### src/source/lsu_pkg.sv
package lsu_pkg;

	// the lane logic assumes a 32-bit word on a 64-bit beat
	typedef logic [31:0] word_t;
	typedef logic [63:0] bus_t;
	typedef logic [7:0] strb_t;
	typedef logic [4:0] reg_addr_t;

	typedef enum logic [1:0] {
		SIZE_BYTE = 2'd0,
		SIZE_HALF = 2'd1,
		SIZE_WORD = 2'd2
	} mem_size_e;

	// operation field, read through the load or the store view
	// depending on the is_store bit that travels with it
	typedef union packed {
		struct packed {
			mem_size_e size;
			logic      is_unsigned;
		} load;
		struct packed {
			mem_size_e size;
			logic      spare;
		} store;
	} mem_op_u;

	// low address bits that pick a byte lane in one beat
	localparam int LANE_BITS = 3;

	// address step from the first beat to the second
	localparam int BEAT_BYTES = 8;

endpackage
### src/source/lsu_top.sv
`timescale 1ns/1ps

module lsu_top #(
	parameter int ADDR_WIDTH = 32
) (
	input  logic                      clock,
	input  logic                      reset,
	input  logic                      req_valid,
	input  logic                      req_is_store,
	input  lsu_pkg::mem_op_u          req_op,
	input  logic [ADDR_WIDTH-1:0]     req_addr,
	input  lsu_pkg::word_t            req_wdata,
	input  lsu_pkg::reg_addr_t        req_rd,
	output logic                      req_ready,
	output logic                      aw_valid,
	output logic [ADDR_WIDTH-1:0]     aw_addr,
	input  logic                      aw_ready,
	output logic                      w_valid,
	output lsu_pkg::bus_t             w_data,
	output lsu_pkg::strb_t            w_strb,
	input  logic                      w_ready,
	input  logic                      b_valid,
	output logic                      b_ready,
	output logic                      ar_valid,
	output logic [ADDR_WIDTH-1:0]     ar_addr,
	input  logic                      ar_ready,
	input  logic                      r_valid,
	input  lsu_pkg::bus_t             r_data,
	output logic                      r_ready,
	output logic                      rf_wen,
	output lsu_pkg::reg_addr_t        rf_waddr,
	output lsu_pkg::word_t            rf_wdata,
	output logic                      done
);
	logic                          busy_load;
	logic                          busy_store;
	logic                          read_finished;
	logic                          write_finished;
	lsu_pkg::mem_op_u              stage_op;
	logic [ADDR_WIDTH-1:0]         stage_addr;
	lsu_pkg::word_t                stage_wdata;
	lsu_pkg::reg_addr_t            stage_rd;
	logic [lsu_pkg::LANE_BITS-1:0] lane;
	logic                          need_second_rd;
	logic                          need_second_wr;
	logic                          second_rd;
	logic                          second_wr;
	lsu_pkg::word_t                load_data;

	assign lane = stage_addr[lsu_pkg::LANE_BITS-1:0];

	lsu_issue #(
		.ADDR_WIDTH(ADDR_WIDTH)
	) u_issue (
		.clock(clock),
		.reset(reset),
		.req_valid(req_valid),
		.req_is_store(req_is_store),
		.req_op(req_op),
		.req_addr(req_addr),
		.req_wdata(req_wdata),
		.req_rd(req_rd),
		.read_finished(read_finished),
		.write_finished(write_finished),
		.req_ready(req_ready),
		.busy_load(busy_load),
		.busy_store(busy_store),
		.done(done),
		.stage_op(stage_op),
		.stage_addr(stage_addr),
		.stage_wdata(stage_wdata),
		.stage_rd(stage_rd)
	);

	lsu_store_lanes u_store_lanes (
		.stage_op(stage_op),
		.lane(lane),
		.stage_wdata(stage_wdata),
		.second_wr(second_wr),
		.w_data(w_data),
		.w_strb(w_strb),
		.need_second_wr(need_second_wr)
	);

	lsu_write_fsm #(
		.ADDR_WIDTH(ADDR_WIDTH)
	) u_write_fsm (
		.clock(clock),
		.reset(reset),
		.busy_store(busy_store),
		.need_second_wr(need_second_wr),
		.stage_addr(stage_addr),
		.aw_ready(aw_ready),
		.w_ready(w_ready),
		.b_valid(b_valid),
		.aw_valid(aw_valid),
		.aw_addr(aw_addr),
		.w_valid(w_valid),
		.b_ready(b_ready),
		.second_wr(second_wr),
		.write_finished(write_finished)
	);

	lsu_read_fsm #(
		.ADDR_WIDTH(ADDR_WIDTH)
	) u_read_fsm (
		.clock(clock),
		.reset(reset),
		.busy_load(busy_load),
		.need_second_rd(need_second_rd),
		.stage_addr(stage_addr),
		.ar_ready(ar_ready),
		.r_valid(r_valid),
		.ar_valid(ar_valid),
		.ar_addr(ar_addr),
		.r_ready(r_ready),
		.second_rd(second_rd),
		.read_finished(read_finished)
	);

	lsu_load_align u_load_align (
		.clock(clock),
		.reset(reset),
		.stage_op(stage_op),
		.lane(lane),
		.second_rd(second_rd),
		.r_valid(r_valid),
		.r_ready(r_ready),
		.r_data(r_data),
		.need_second_rd(need_second_rd),
		.load_data(load_data)
	);

	// register file write only on the done cycle of a load
	assign rf_wen   = done && busy_load;
	assign rf_waddr = stage_rd;
	assign rf_wdata = load_data;

endmodule

### src/source/lsu_load_align.sv
`timescale 1ns/1ps

module lsu_load_align (
	input  logic                           clock,
	input  logic                           reset,
	input  lsu_pkg::mem_op_u               stage_op,
	input  logic [lsu_pkg::LANE_BITS-1:0]  lane,
	input  logic                           second_rd,
	input  logic                           r_valid,
	input  logic                           r_ready,
	input  lsu_pkg::bus_t                  r_data,
	output logic                           need_second_rd,
	output lsu_pkg::word_t                 load_data
);
	lsu_pkg::bus_t  held_beat;
	lsu_pkg::bus_t  low_beat;
	lsu_pkg::bus_t  high_beat;
	logic [127:0]   beat_pair;
	lsu_pkg::word_t picked;
	logic           signed_load;

	// halfword at lane 7 and word from lane 5 run into the next beat
	always_comb begin
		case (stage_op.load.size)
			lsu_pkg::SIZE_HALF: begin
				need_second_rd = (lane == 3'd7);
			end
			lsu_pkg::SIZE_WORD: begin
				need_second_rd = (lane > 3'd4);
			end
			default: begin
				need_second_rd = 1'b0;
			end
		endcase
	end

	// keep the first beat until the second one shows up
	always_ff @(posedge clock) begin
		if (reset) begin
			held_beat <= '0;
		end else if (r_valid && r_ready && need_second_rd && !second_rd) begin
			held_beat <= r_data;
		end
	end

	assign low_beat  = second_rd ? held_beat : r_data;
	assign high_beat = second_rd ? r_data : '0;
	assign beat_pair = {high_beat, low_beat};

	// little endian, so the lowest addressed byte ends up in bits 7:0
	assign picked = beat_pair[{lane, 3'b000} +: 32];

	assign signed_load = !stage_op.load.is_unsigned;

	always_comb begin
		case (stage_op.load.size)
			lsu_pkg::SIZE_BYTE: begin
				load_data = {{24{signed_load && picked[7]}}, picked[7:0]};
			end
			lsu_pkg::SIZE_HALF: begin
				load_data = {{16{signed_load && picked[15]}}, picked[15:0]};
			end
			default: begin
				load_data = picked;
			end
		endcase
	end

endmodule

### src/source/lsu_read_fsm.sv
`timescale 1ns/1ps

module lsu_read_fsm #(
	parameter int ADDR_WIDTH = 32
) (
	input  logic                  clock,
	input  logic                  reset,
	input  logic                  busy_load,
	input  logic                  need_second_rd,
	input  logic [ADDR_WIDTH-1:0] stage_addr,
	input  logic                  ar_ready,
	input  logic                  r_valid,
	output logic                  ar_valid,
	output logic [ADDR_WIDTH-1:0] ar_addr,
	output logic                  r_ready,
	output logic                  second_rd,
	output logic                  read_finished
);
	localparam logic [2:0] IDLE    = 3'd0;
	localparam logic [2:0] AR_WAIT = 3'd1;
	localparam logic [2:0] R_WAIT  = 3'd2;
	localparam logic [2:0] FINISH  = 3'd3;
	localparam logic [2:0] IDLE2   = 3'd4;

	logic [2:0]            state;
	logic [2:0]            next_state;
	logic                  last_beat;
	logic [ADDR_WIDTH-1:0] low_addr;

	assign last_beat = !need_second_rd || second_rd;

	always_ff @(posedge clock) begin
		if (reset) begin
			state <= IDLE;
		end else begin
			state <= next_state;
		end
	end

	always_comb begin
		next_state = state;
		case (state)
			IDLE, FINISH: begin
				next_state = busy_load ? AR_WAIT : IDLE;
			end
			AR_WAIT: begin
				if (ar_ready) begin
					next_state = R_WAIT;
				end
			end
			R_WAIT: begin
				if (r_valid) begin
					next_state = last_beat ? FINISH : IDLE2;
				end
			end
			IDLE2: begin
				next_state = AR_WAIT;
			end
			default: begin
				next_state = IDLE;
			end
		endcase
	end

	always_ff @(posedge clock) begin
		if (reset) begin
			ar_valid  <= 1'b0;
			r_ready   <= 1'b0;
			second_rd <= 1'b0;
		end else begin
			ar_valid <= (next_state == AR_WAIT);
			r_ready  <= (next_state == R_WAIT);
			if (next_state == IDLE2) begin
				second_rd <= 1'b1;
			end else if (next_state == FINISH) begin
				second_rd <= 1'b0;
			end
		end
	end

	// load data is taken from the live beat, so finish on its handshake
	assign read_finished = r_valid && r_ready && last_beat;

	assign low_addr = {stage_addr[ADDR_WIDTH-1:lsu_pkg::LANE_BITS], {lsu_pkg::LANE_BITS{1'b0}}};
	assign ar_addr  = second_rd ? low_addr + ADDR_WIDTH'(lsu_pkg::BEAT_BYTES) : low_addr;

endmodule

### src/source/lsu_write_fsm.sv
`timescale 1ns/1ps

module lsu_write_fsm #(
	parameter int ADDR_WIDTH = 32
) (
	input  logic                  clock,
	input  logic                  reset,
	input  logic                  busy_store,
	input  logic                  need_second_wr,
	input  logic [ADDR_WIDTH-1:0] stage_addr,
	input  logic                  aw_ready,
	input  logic                  w_ready,
	input  logic                  b_valid,
	output logic                  aw_valid,
	output logic [ADDR_WIDTH-1:0] aw_addr,
	output logic                  w_valid,
	output logic                  b_ready,
	output logic                  second_wr,
	output logic                  write_finished
);
	localparam logic [2:0] IDLE    = 3'd0;
	localparam logic [2:0] AW_WAIT = 3'd1;
	localparam logic [2:0] W_WAIT  = 3'd2;
	localparam logic [2:0] B_WAIT  = 3'd3;
	localparam logic [2:0] FINISH  = 3'd4;
	localparam logic [2:0] IDLE2   = 3'd5;

	logic [2:0]            state;
	logic [2:0]            next_state;
	logic                  last_beat;
	logic [ADDR_WIDTH-1:0] low_addr;

	assign last_beat = !need_second_wr || second_wr;

	always_ff @(posedge clock) begin
		if (reset) begin
			state <= IDLE;
		end else begin
			state <= next_state;
		end
	end

	always_comb begin
		next_state = state;
		case (state)
			// finish behaves like idle so a back-to-back store starts at once
			IDLE, FINISH: begin
				next_state = busy_store ? AW_WAIT : IDLE;
			end
			AW_WAIT: begin
				if (aw_ready) begin
					next_state = W_WAIT;
				end
			end
			W_WAIT: begin
				if (w_ready) begin
					next_state = B_WAIT;
				end
			end
			B_WAIT: begin
				if (b_valid) begin
					next_state = last_beat ? FINISH : IDLE2;
				end
			end
			IDLE2: begin
				next_state = AW_WAIT;
			end
			default: begin
				next_state = IDLE;
			end
		endcase
	end

	// valids and ready follow the state being entered
	always_ff @(posedge clock) begin
		if (reset) begin
			aw_valid  <= 1'b0;
			w_valid   <= 1'b0;
			b_ready   <= 1'b0;
			second_wr <= 1'b0;
		end else begin
			aw_valid <= (next_state == AW_WAIT);
			w_valid  <= (next_state == W_WAIT);
			b_ready  <= (next_state == B_WAIT);
			if (next_state == IDLE2) begin
				second_wr <= 1'b1;
			end else if (next_state == FINISH) begin
				second_wr <= 1'b0;
			end
		end
	end

	// response of the last beat ends the store
	assign write_finished = b_valid && b_ready && last_beat;

	assign low_addr = {stage_addr[ADDR_WIDTH-1:lsu_pkg::LANE_BITS], {lsu_pkg::LANE_BITS{1'b0}}};
	assign aw_addr  = second_wr ? low_addr + ADDR_WIDTH'(lsu_pkg::BEAT_BYTES) : low_addr;

endmodule

### src/source/lsu_store_lanes.sv
`timescale 1ns/1ps

module lsu_store_lanes (
	input  lsu_pkg::mem_op_u               stage_op,
	input  logic [lsu_pkg::LANE_BITS-1:0]  lane,
	input  lsu_pkg::word_t                 stage_wdata,
	input  logic                           second_wr,
	output lsu_pkg::bus_t                  w_data,
	output lsu_pkg::strb_t                 w_strb,
	output logic                           need_second_wr
);
	// byte mask over two beats, before and after the lane shift
	logic [15:0]  size_mask;
	logic [15:0]  span;
	logic [127:0] shifted;

	always_comb begin
		case (stage_op.store.size)
			lsu_pkg::SIZE_BYTE: begin
				size_mask = 16'h0001;
			end
			lsu_pkg::SIZE_HALF: begin
				size_mask = 16'h0003;
			end
			lsu_pkg::SIZE_WORD: begin
				size_mask = 16'h000f;
			end
			default: begin
				size_mask = 16'h0000;
			end
		endcase
	end

	assign span = size_mask << lane;

	// bytes past lane 7 belong to the next aligned beat
	assign need_second_wr = |span[15:8];

	// shift the word up to its lane, then fold the upper beat back
	// onto the low lanes; that is a rotate over 64 bits, so the same
	// data word serves both beats and only the strobe changes
	assign shifted = {96'b0, stage_wdata} << {lane, 3'b000};
	assign w_data  = shifted[63:0] | shifted[127:64];

	assign w_strb = second_wr ? span[15:8] : span[7:0];

endmodule

### src/source/lsu_issue.sv
`timescale 1ns/1ps

module lsu_issue #(
	parameter int ADDR_WIDTH = 32
) (
	input  logic                      clock,
	input  logic                      reset,
	input  logic                      req_valid,
	input  logic                      req_is_store,
	input  lsu_pkg::mem_op_u          req_op,
	input  logic [ADDR_WIDTH-1:0]     req_addr,
	input  lsu_pkg::word_t            req_wdata,
	input  lsu_pkg::reg_addr_t        req_rd,
	input  logic                      read_finished,
	input  logic                      write_finished,
	output logic                      req_ready,
	output logic                      busy_load,
	output logic                      busy_store,
	output logic                      done,
	output lsu_pkg::mem_op_u          stage_op,
	output logic [ADDR_WIDTH-1:0]     stage_addr,
	output lsu_pkg::word_t            stage_wdata,
	output lsu_pkg::reg_addr_t        stage_rd
);
	logic stage_valid;
	logic stage_is_store;
	logic ready_go;

	// valid bit and request kind
	always_ff @(posedge clock) begin
		if (reset) begin
			stage_valid    <= 1'b0;
			stage_is_store <= 1'b0;
		end else if (req_ready) begin
			stage_valid    <= req_valid;
			stage_is_store <= req_is_store;
		end
	end

	// request payload
	always_ff @(posedge clock) begin
		if (req_ready && req_valid) begin
			stage_op    <= req_op;
			stage_addr  <= req_addr;
			stage_wdata <= req_wdata;
			stage_rd    <= req_rd;
		end
	end

	assign busy_load  = stage_valid && !stage_is_store;
	assign busy_store = stage_valid && stage_is_store;

	// only the machine matching the request kind can finish it
	assign ready_go  = stage_is_store ? write_finished : read_finished;
	assign req_ready = !stage_valid || ready_go;
	assign done      = stage_valid && ready_go;

endmodule

### config.mk
export PLATFORM = sky130hd
export DESIGN_NAME = lsu_top
export DESIGN_NICKNAME = d
export VERILOG_FILES = /design/src/source/lsu_pkg.sv /design/src/source/lsu_top.sv /design/src/source/lsu_load_align.sv /design/src/source/lsu_read_fsm.sv /design/src/source/lsu_write_fsm.sv /design/src/source/lsu_store_lanes.sv /design/src/source/lsu_issue.sv
export SDC_FILE = /design/constraint.sdc
export NUM_CORES = 1
export LEC_CHECK = 0
export BUFFER_PORTS_ARGS = -buffer_cell sky130_fd_sc_hd__buf_2
export CAP_MARGIN = 10
export CORE_UTILIZATION = 50
export CTS_BUF_LIST = sky130_fd_sc_hd__clkbuf_4
export CTS_CLUSTER_SIZE = 24
export DETAILED_ROUTE_END_ITERATION = 8
export GPL_ROUTABILITY_DRIVEN = 0
export PLACE_DENSITY = 0.78
export SLEW_MARGIN = 20
export SYNTH_ARGS = -nofsm -noshare
export SYNTH_HDL_FRONTEND = slang
export SYNTH_SLANG_ARGS = --single-unit
### constraint.sdc
create_clock -name clock -period 10.1 [get_ports clock]
set_input_delay 2.02 -clock clock [delete_from_list [all_inputs] [get_ports clock]]
set_output_delay 2.02 -clock clock [all_outputs]
set_load 0.01 [all_outputs]
==> results.md <==
- Final setup violation count: 0
- I/O pins: ~330
- Routed Antenna Nets: 0
- Clock Skews: roughly 0.022 ns
- DR WL/cell: between 15 and 20 µm
- Leakage dissipation: 5.00 nW
- Final hold vios: 0
- Fmax: ~160 MHz
- Hold Crit Start: u_load_align.held_beat[2]
- Gr usage total: 30.0%
- Worst Path Required: 8.08 ns
- Worst-path clk slew: 0.16 ns
- Final nets: 1600
- Gates resized, CTS repair: 0
- Total number of yosys warnings: 0
- Worst reg2reg setup slack: 6.80 ns
- Critical path type: flop to output pin
- Most used flip-flop cell after synthesis: dfxtp_1
- Largest net degree at the start of global routing: 133
- VDD IR max: 0.0850 mV
- Async S/R FF share, synth: 0%
- HPWL after DPL: 23.8 mm
- Post-synth EDFFs: 72
- FF-to-FF End: u_issue.stage_wdata[0]
- Clk_lat worst skew: 0.57 ns
- Share of cells above drive strength 1: between 30 and 40%
- Register area share after synthesis: 35.1%
- First-pass GRT wire length: just over 50 mm
- Post-Syn Area: around 11000 µm²
- Clock share of power: approximately a quarter
- Vias: between 10000 and 15000
- Hold Path Stages: 2
- Synthesized flop and latch total: 151
- Fillers: 1867
- CP Launch Type: flop
- Initial Utilization: 50.8%
- Distinct cells, synth: 64
- Hold WS: 0.463 ns
- Comb pwr share: 25.3%
- Pwr Density: between 100 and 150 nW/µm²
- Residual DRC count: 6
- Die area: 21900 µm²
- Relative slew slack: 33.4%
- Max Cap Viol: 0
- Setup TNS: 0 ns
- Htree depth: 4
- Initial antenna violation count: 13
- Area Growth Syn to Fin: 16.3%
- Initial drt markers: 1139
- Status: complete, but fails checks
- Most common cell after layout, fill and taps aside: buf_2
- Crit-path max FO: 85
- Worst setup EP type: output pin
- Sw Share: approximately a third
- Clk root buf: clkbuf_4
- Row Count: 53
- Net Sw Power: 0.486 mW
- Cells on worst reg2reg path: 6
- Post-CTS setup repair buffer count: 0
- Final wirelength: 33.6 mm
- Die W: 148 µm
- TritonCTS Buffers: 17
- Total core area: 21000 µm²
- Final Slew Violations: 0
- Vias in the first global route: between 9000 and 10000
- Worst Hold End: u_load_align.held_beat[2]
- Worst-Margin Slew: between 0.9 and 1 ns
- First drt pass iteration count: 9
- Hold WC Path Type: flop to flop
- Period minus WS final: 6.29 ns
- Fin crit share: 62.3%
- Drt via density: 6.02
- Most frequent cells in the layout: buf_2 (319), nand2_1 (245), a21oi_1 (111)
- WP data arrival: 4.27 ns
- Failing checks: design-rule violations
- Chip height: 148 µm
- CTS Sinks: 151
- I/O Buffers: 319
- CTS Hold Bufs: 0
- Reg power frac: between 40 and 50%
- RSZ-0062 raised after global routing: no
- Congestion Overflow GR: 0
- Gate Count Post-Synth: between 1000 and 1500
- CTS tree: yes
- Internal power: a little over 0.9 mW
- Max clock buf depth: 2
- Synthesized area per cell: slightly below 9 µm²
- Launching point of the worst reg2reg path: u_issue.stage_addr[2]
-- flip-flops by register name (all words and copies together) (netlist names), 3 cells and up --
| name | flops |
|---|---|
| u_issue.stage_op | 3 |
| u_load_align.held_beat | 64 |
| u_read_fsm.state | 3 |
| u_write_fsm.state | 3 |
| u_issue.stage_addr | 32 |
| u_issue.stage_rd | 5 |
| u_issue.stage_wdata | 32 |
-- layout make-up --
cell class,count,area [µm²],area share [%]
clock inverters,15,133,1.07
repair buffers,329,1680,13.6
diodes,15,37.5,0.303
multi-input cells,938,6260,50.6
inverters,13,48.8,0.394
well taps,275,344,2.78
flip-flops and latches,151,3750,30.3
clock buffers,17,128,1.03
-- synthesized netlist by cell type, types with 6 or more instances --
master      n  area [µm²]
a22oi_1    12        90.1
buf_4      15         113
o21ai_0    61         305
mux2_2     38         428
nand3_1    41         205
buf_2      23         115
o22ai_1     7        43.8
clkbuf_1   52         195
mux2i_1    47         470
mux4_2     38         856
nand4_1    11        68.8
buf_1       8        30.0
xor2_1     25         219
dfxtp_1    79        1580
a211oi_1   29         218
and2_1     17         106
o311ai_0    6        52.6
inv_1      11        41.3
nor2b_1    19         119
o221ai_1   13         114
a22o_1     10        87.6
edfxtp_1   72        2160
and3_1     13        81.3
nand2_1   246         923
xnor2_1    31         272
nor3_1      9        45.0
nor2_1     75         282
buf_6       9         101
a21oi_1   111         556
-- power by group through the flow --
| stage | combinational, mW | sequential, mW | clock, mW |
|---|---|---|---|
| 3_3_place_gp | 0.345 | 0.700 | 0 |
| 2_1_floorplan | 0.227 | 0.694 | 0 |
| 6_report | 0.356 | 0.688 | 0.366 |
| 3_5_place_dp | 0.351 | 0.701 | 0 |
| 5_1_grt | 0.384 | 0.691 | 0.401 |
| 4_1_cts | 0.352 | 0.687 | 0.375 |
-- per-stage QoR --
stage | total power, mW | setup slack, ns | area [µm²] | util, % | std cells
4_1_cts | 1.41 | 3.89 | 12300 | 58.9 | 1738
3_5_place_dp | 1.05 | 4.10 | 12100 | 57.7 | 1706
3_3_place_gp | 1.04 | 4.21 | 12100 | 57.7 | 1706
2_1_floorplan | 0.921 | 4.80 | 10700 | - | 1213
5_1_grt | 1.48 | 3.63 | 12400 | 59.0 | 1744
6_report | 1.41 | 3.81 | 12400 | 59.1 | 1753
-- logic make-up after synthesis --
logic type               Yosys count  synth area share [%]
AO/OA/AOI/OAI                    279                  16.3
XOR/XNOR                          56                  4.60
adder cells (fa/ha/maj)            5                 0.587
buffers and inverters            124                  6.27
flip-flops                       151                  35.1
multiplexers                     127                  17.5
other                              1                0.0352
AND/OR/NAND/NOR                  465                  19.6
-- how the worst max path moves through the flow --
| stage | from | endpoint | slack [ns] | depth (start not counted) |
|---|---|---|---|---|
| 2_1_floorplan | r_data[47] | rf_wdata[18] | 4.80 | 7 |
| 3_3_place_gp | r_data[47] | rf_wdata[18] | 4.21 | 7 |
| 3_5_place_dp | r_data[47] | rf_wdata[22] | 4.10 | 7 |
| 4_1_cts | u_issue.stage_addr[1] | rf_wdata[22] | 3.89 | 7 |
| 5_1_grt | u_issue.stage_addr[1] | rf_wdata[20] | 3.63 | 7 |
| 6_report | u_issue.stage_addr[1] | rf_wdata[22] | 3.81 | 7 |
-- metal layers --
layer,vias to the layer above,GRT usage (%),share of wire [%]
met5,-,0,0.039
met1,4922,39.5,39
li1,4883,-,-
met2,664,46.1,45
met3,90,8.40,12
met4,2,13.3,3.4
-- worst max-delay path, stage by stage, from the launching register on --
cell,delay (ns)
edfxtp_1,0.86
buf_4,0.80
mux2_2,0.42
a221oi_1,0.33
nor4_1,0.10
nor2_2,0.66
o311ai_0,0.32
buf_2,0.21
Note: power is estimated with default switching activity, not from simulation.
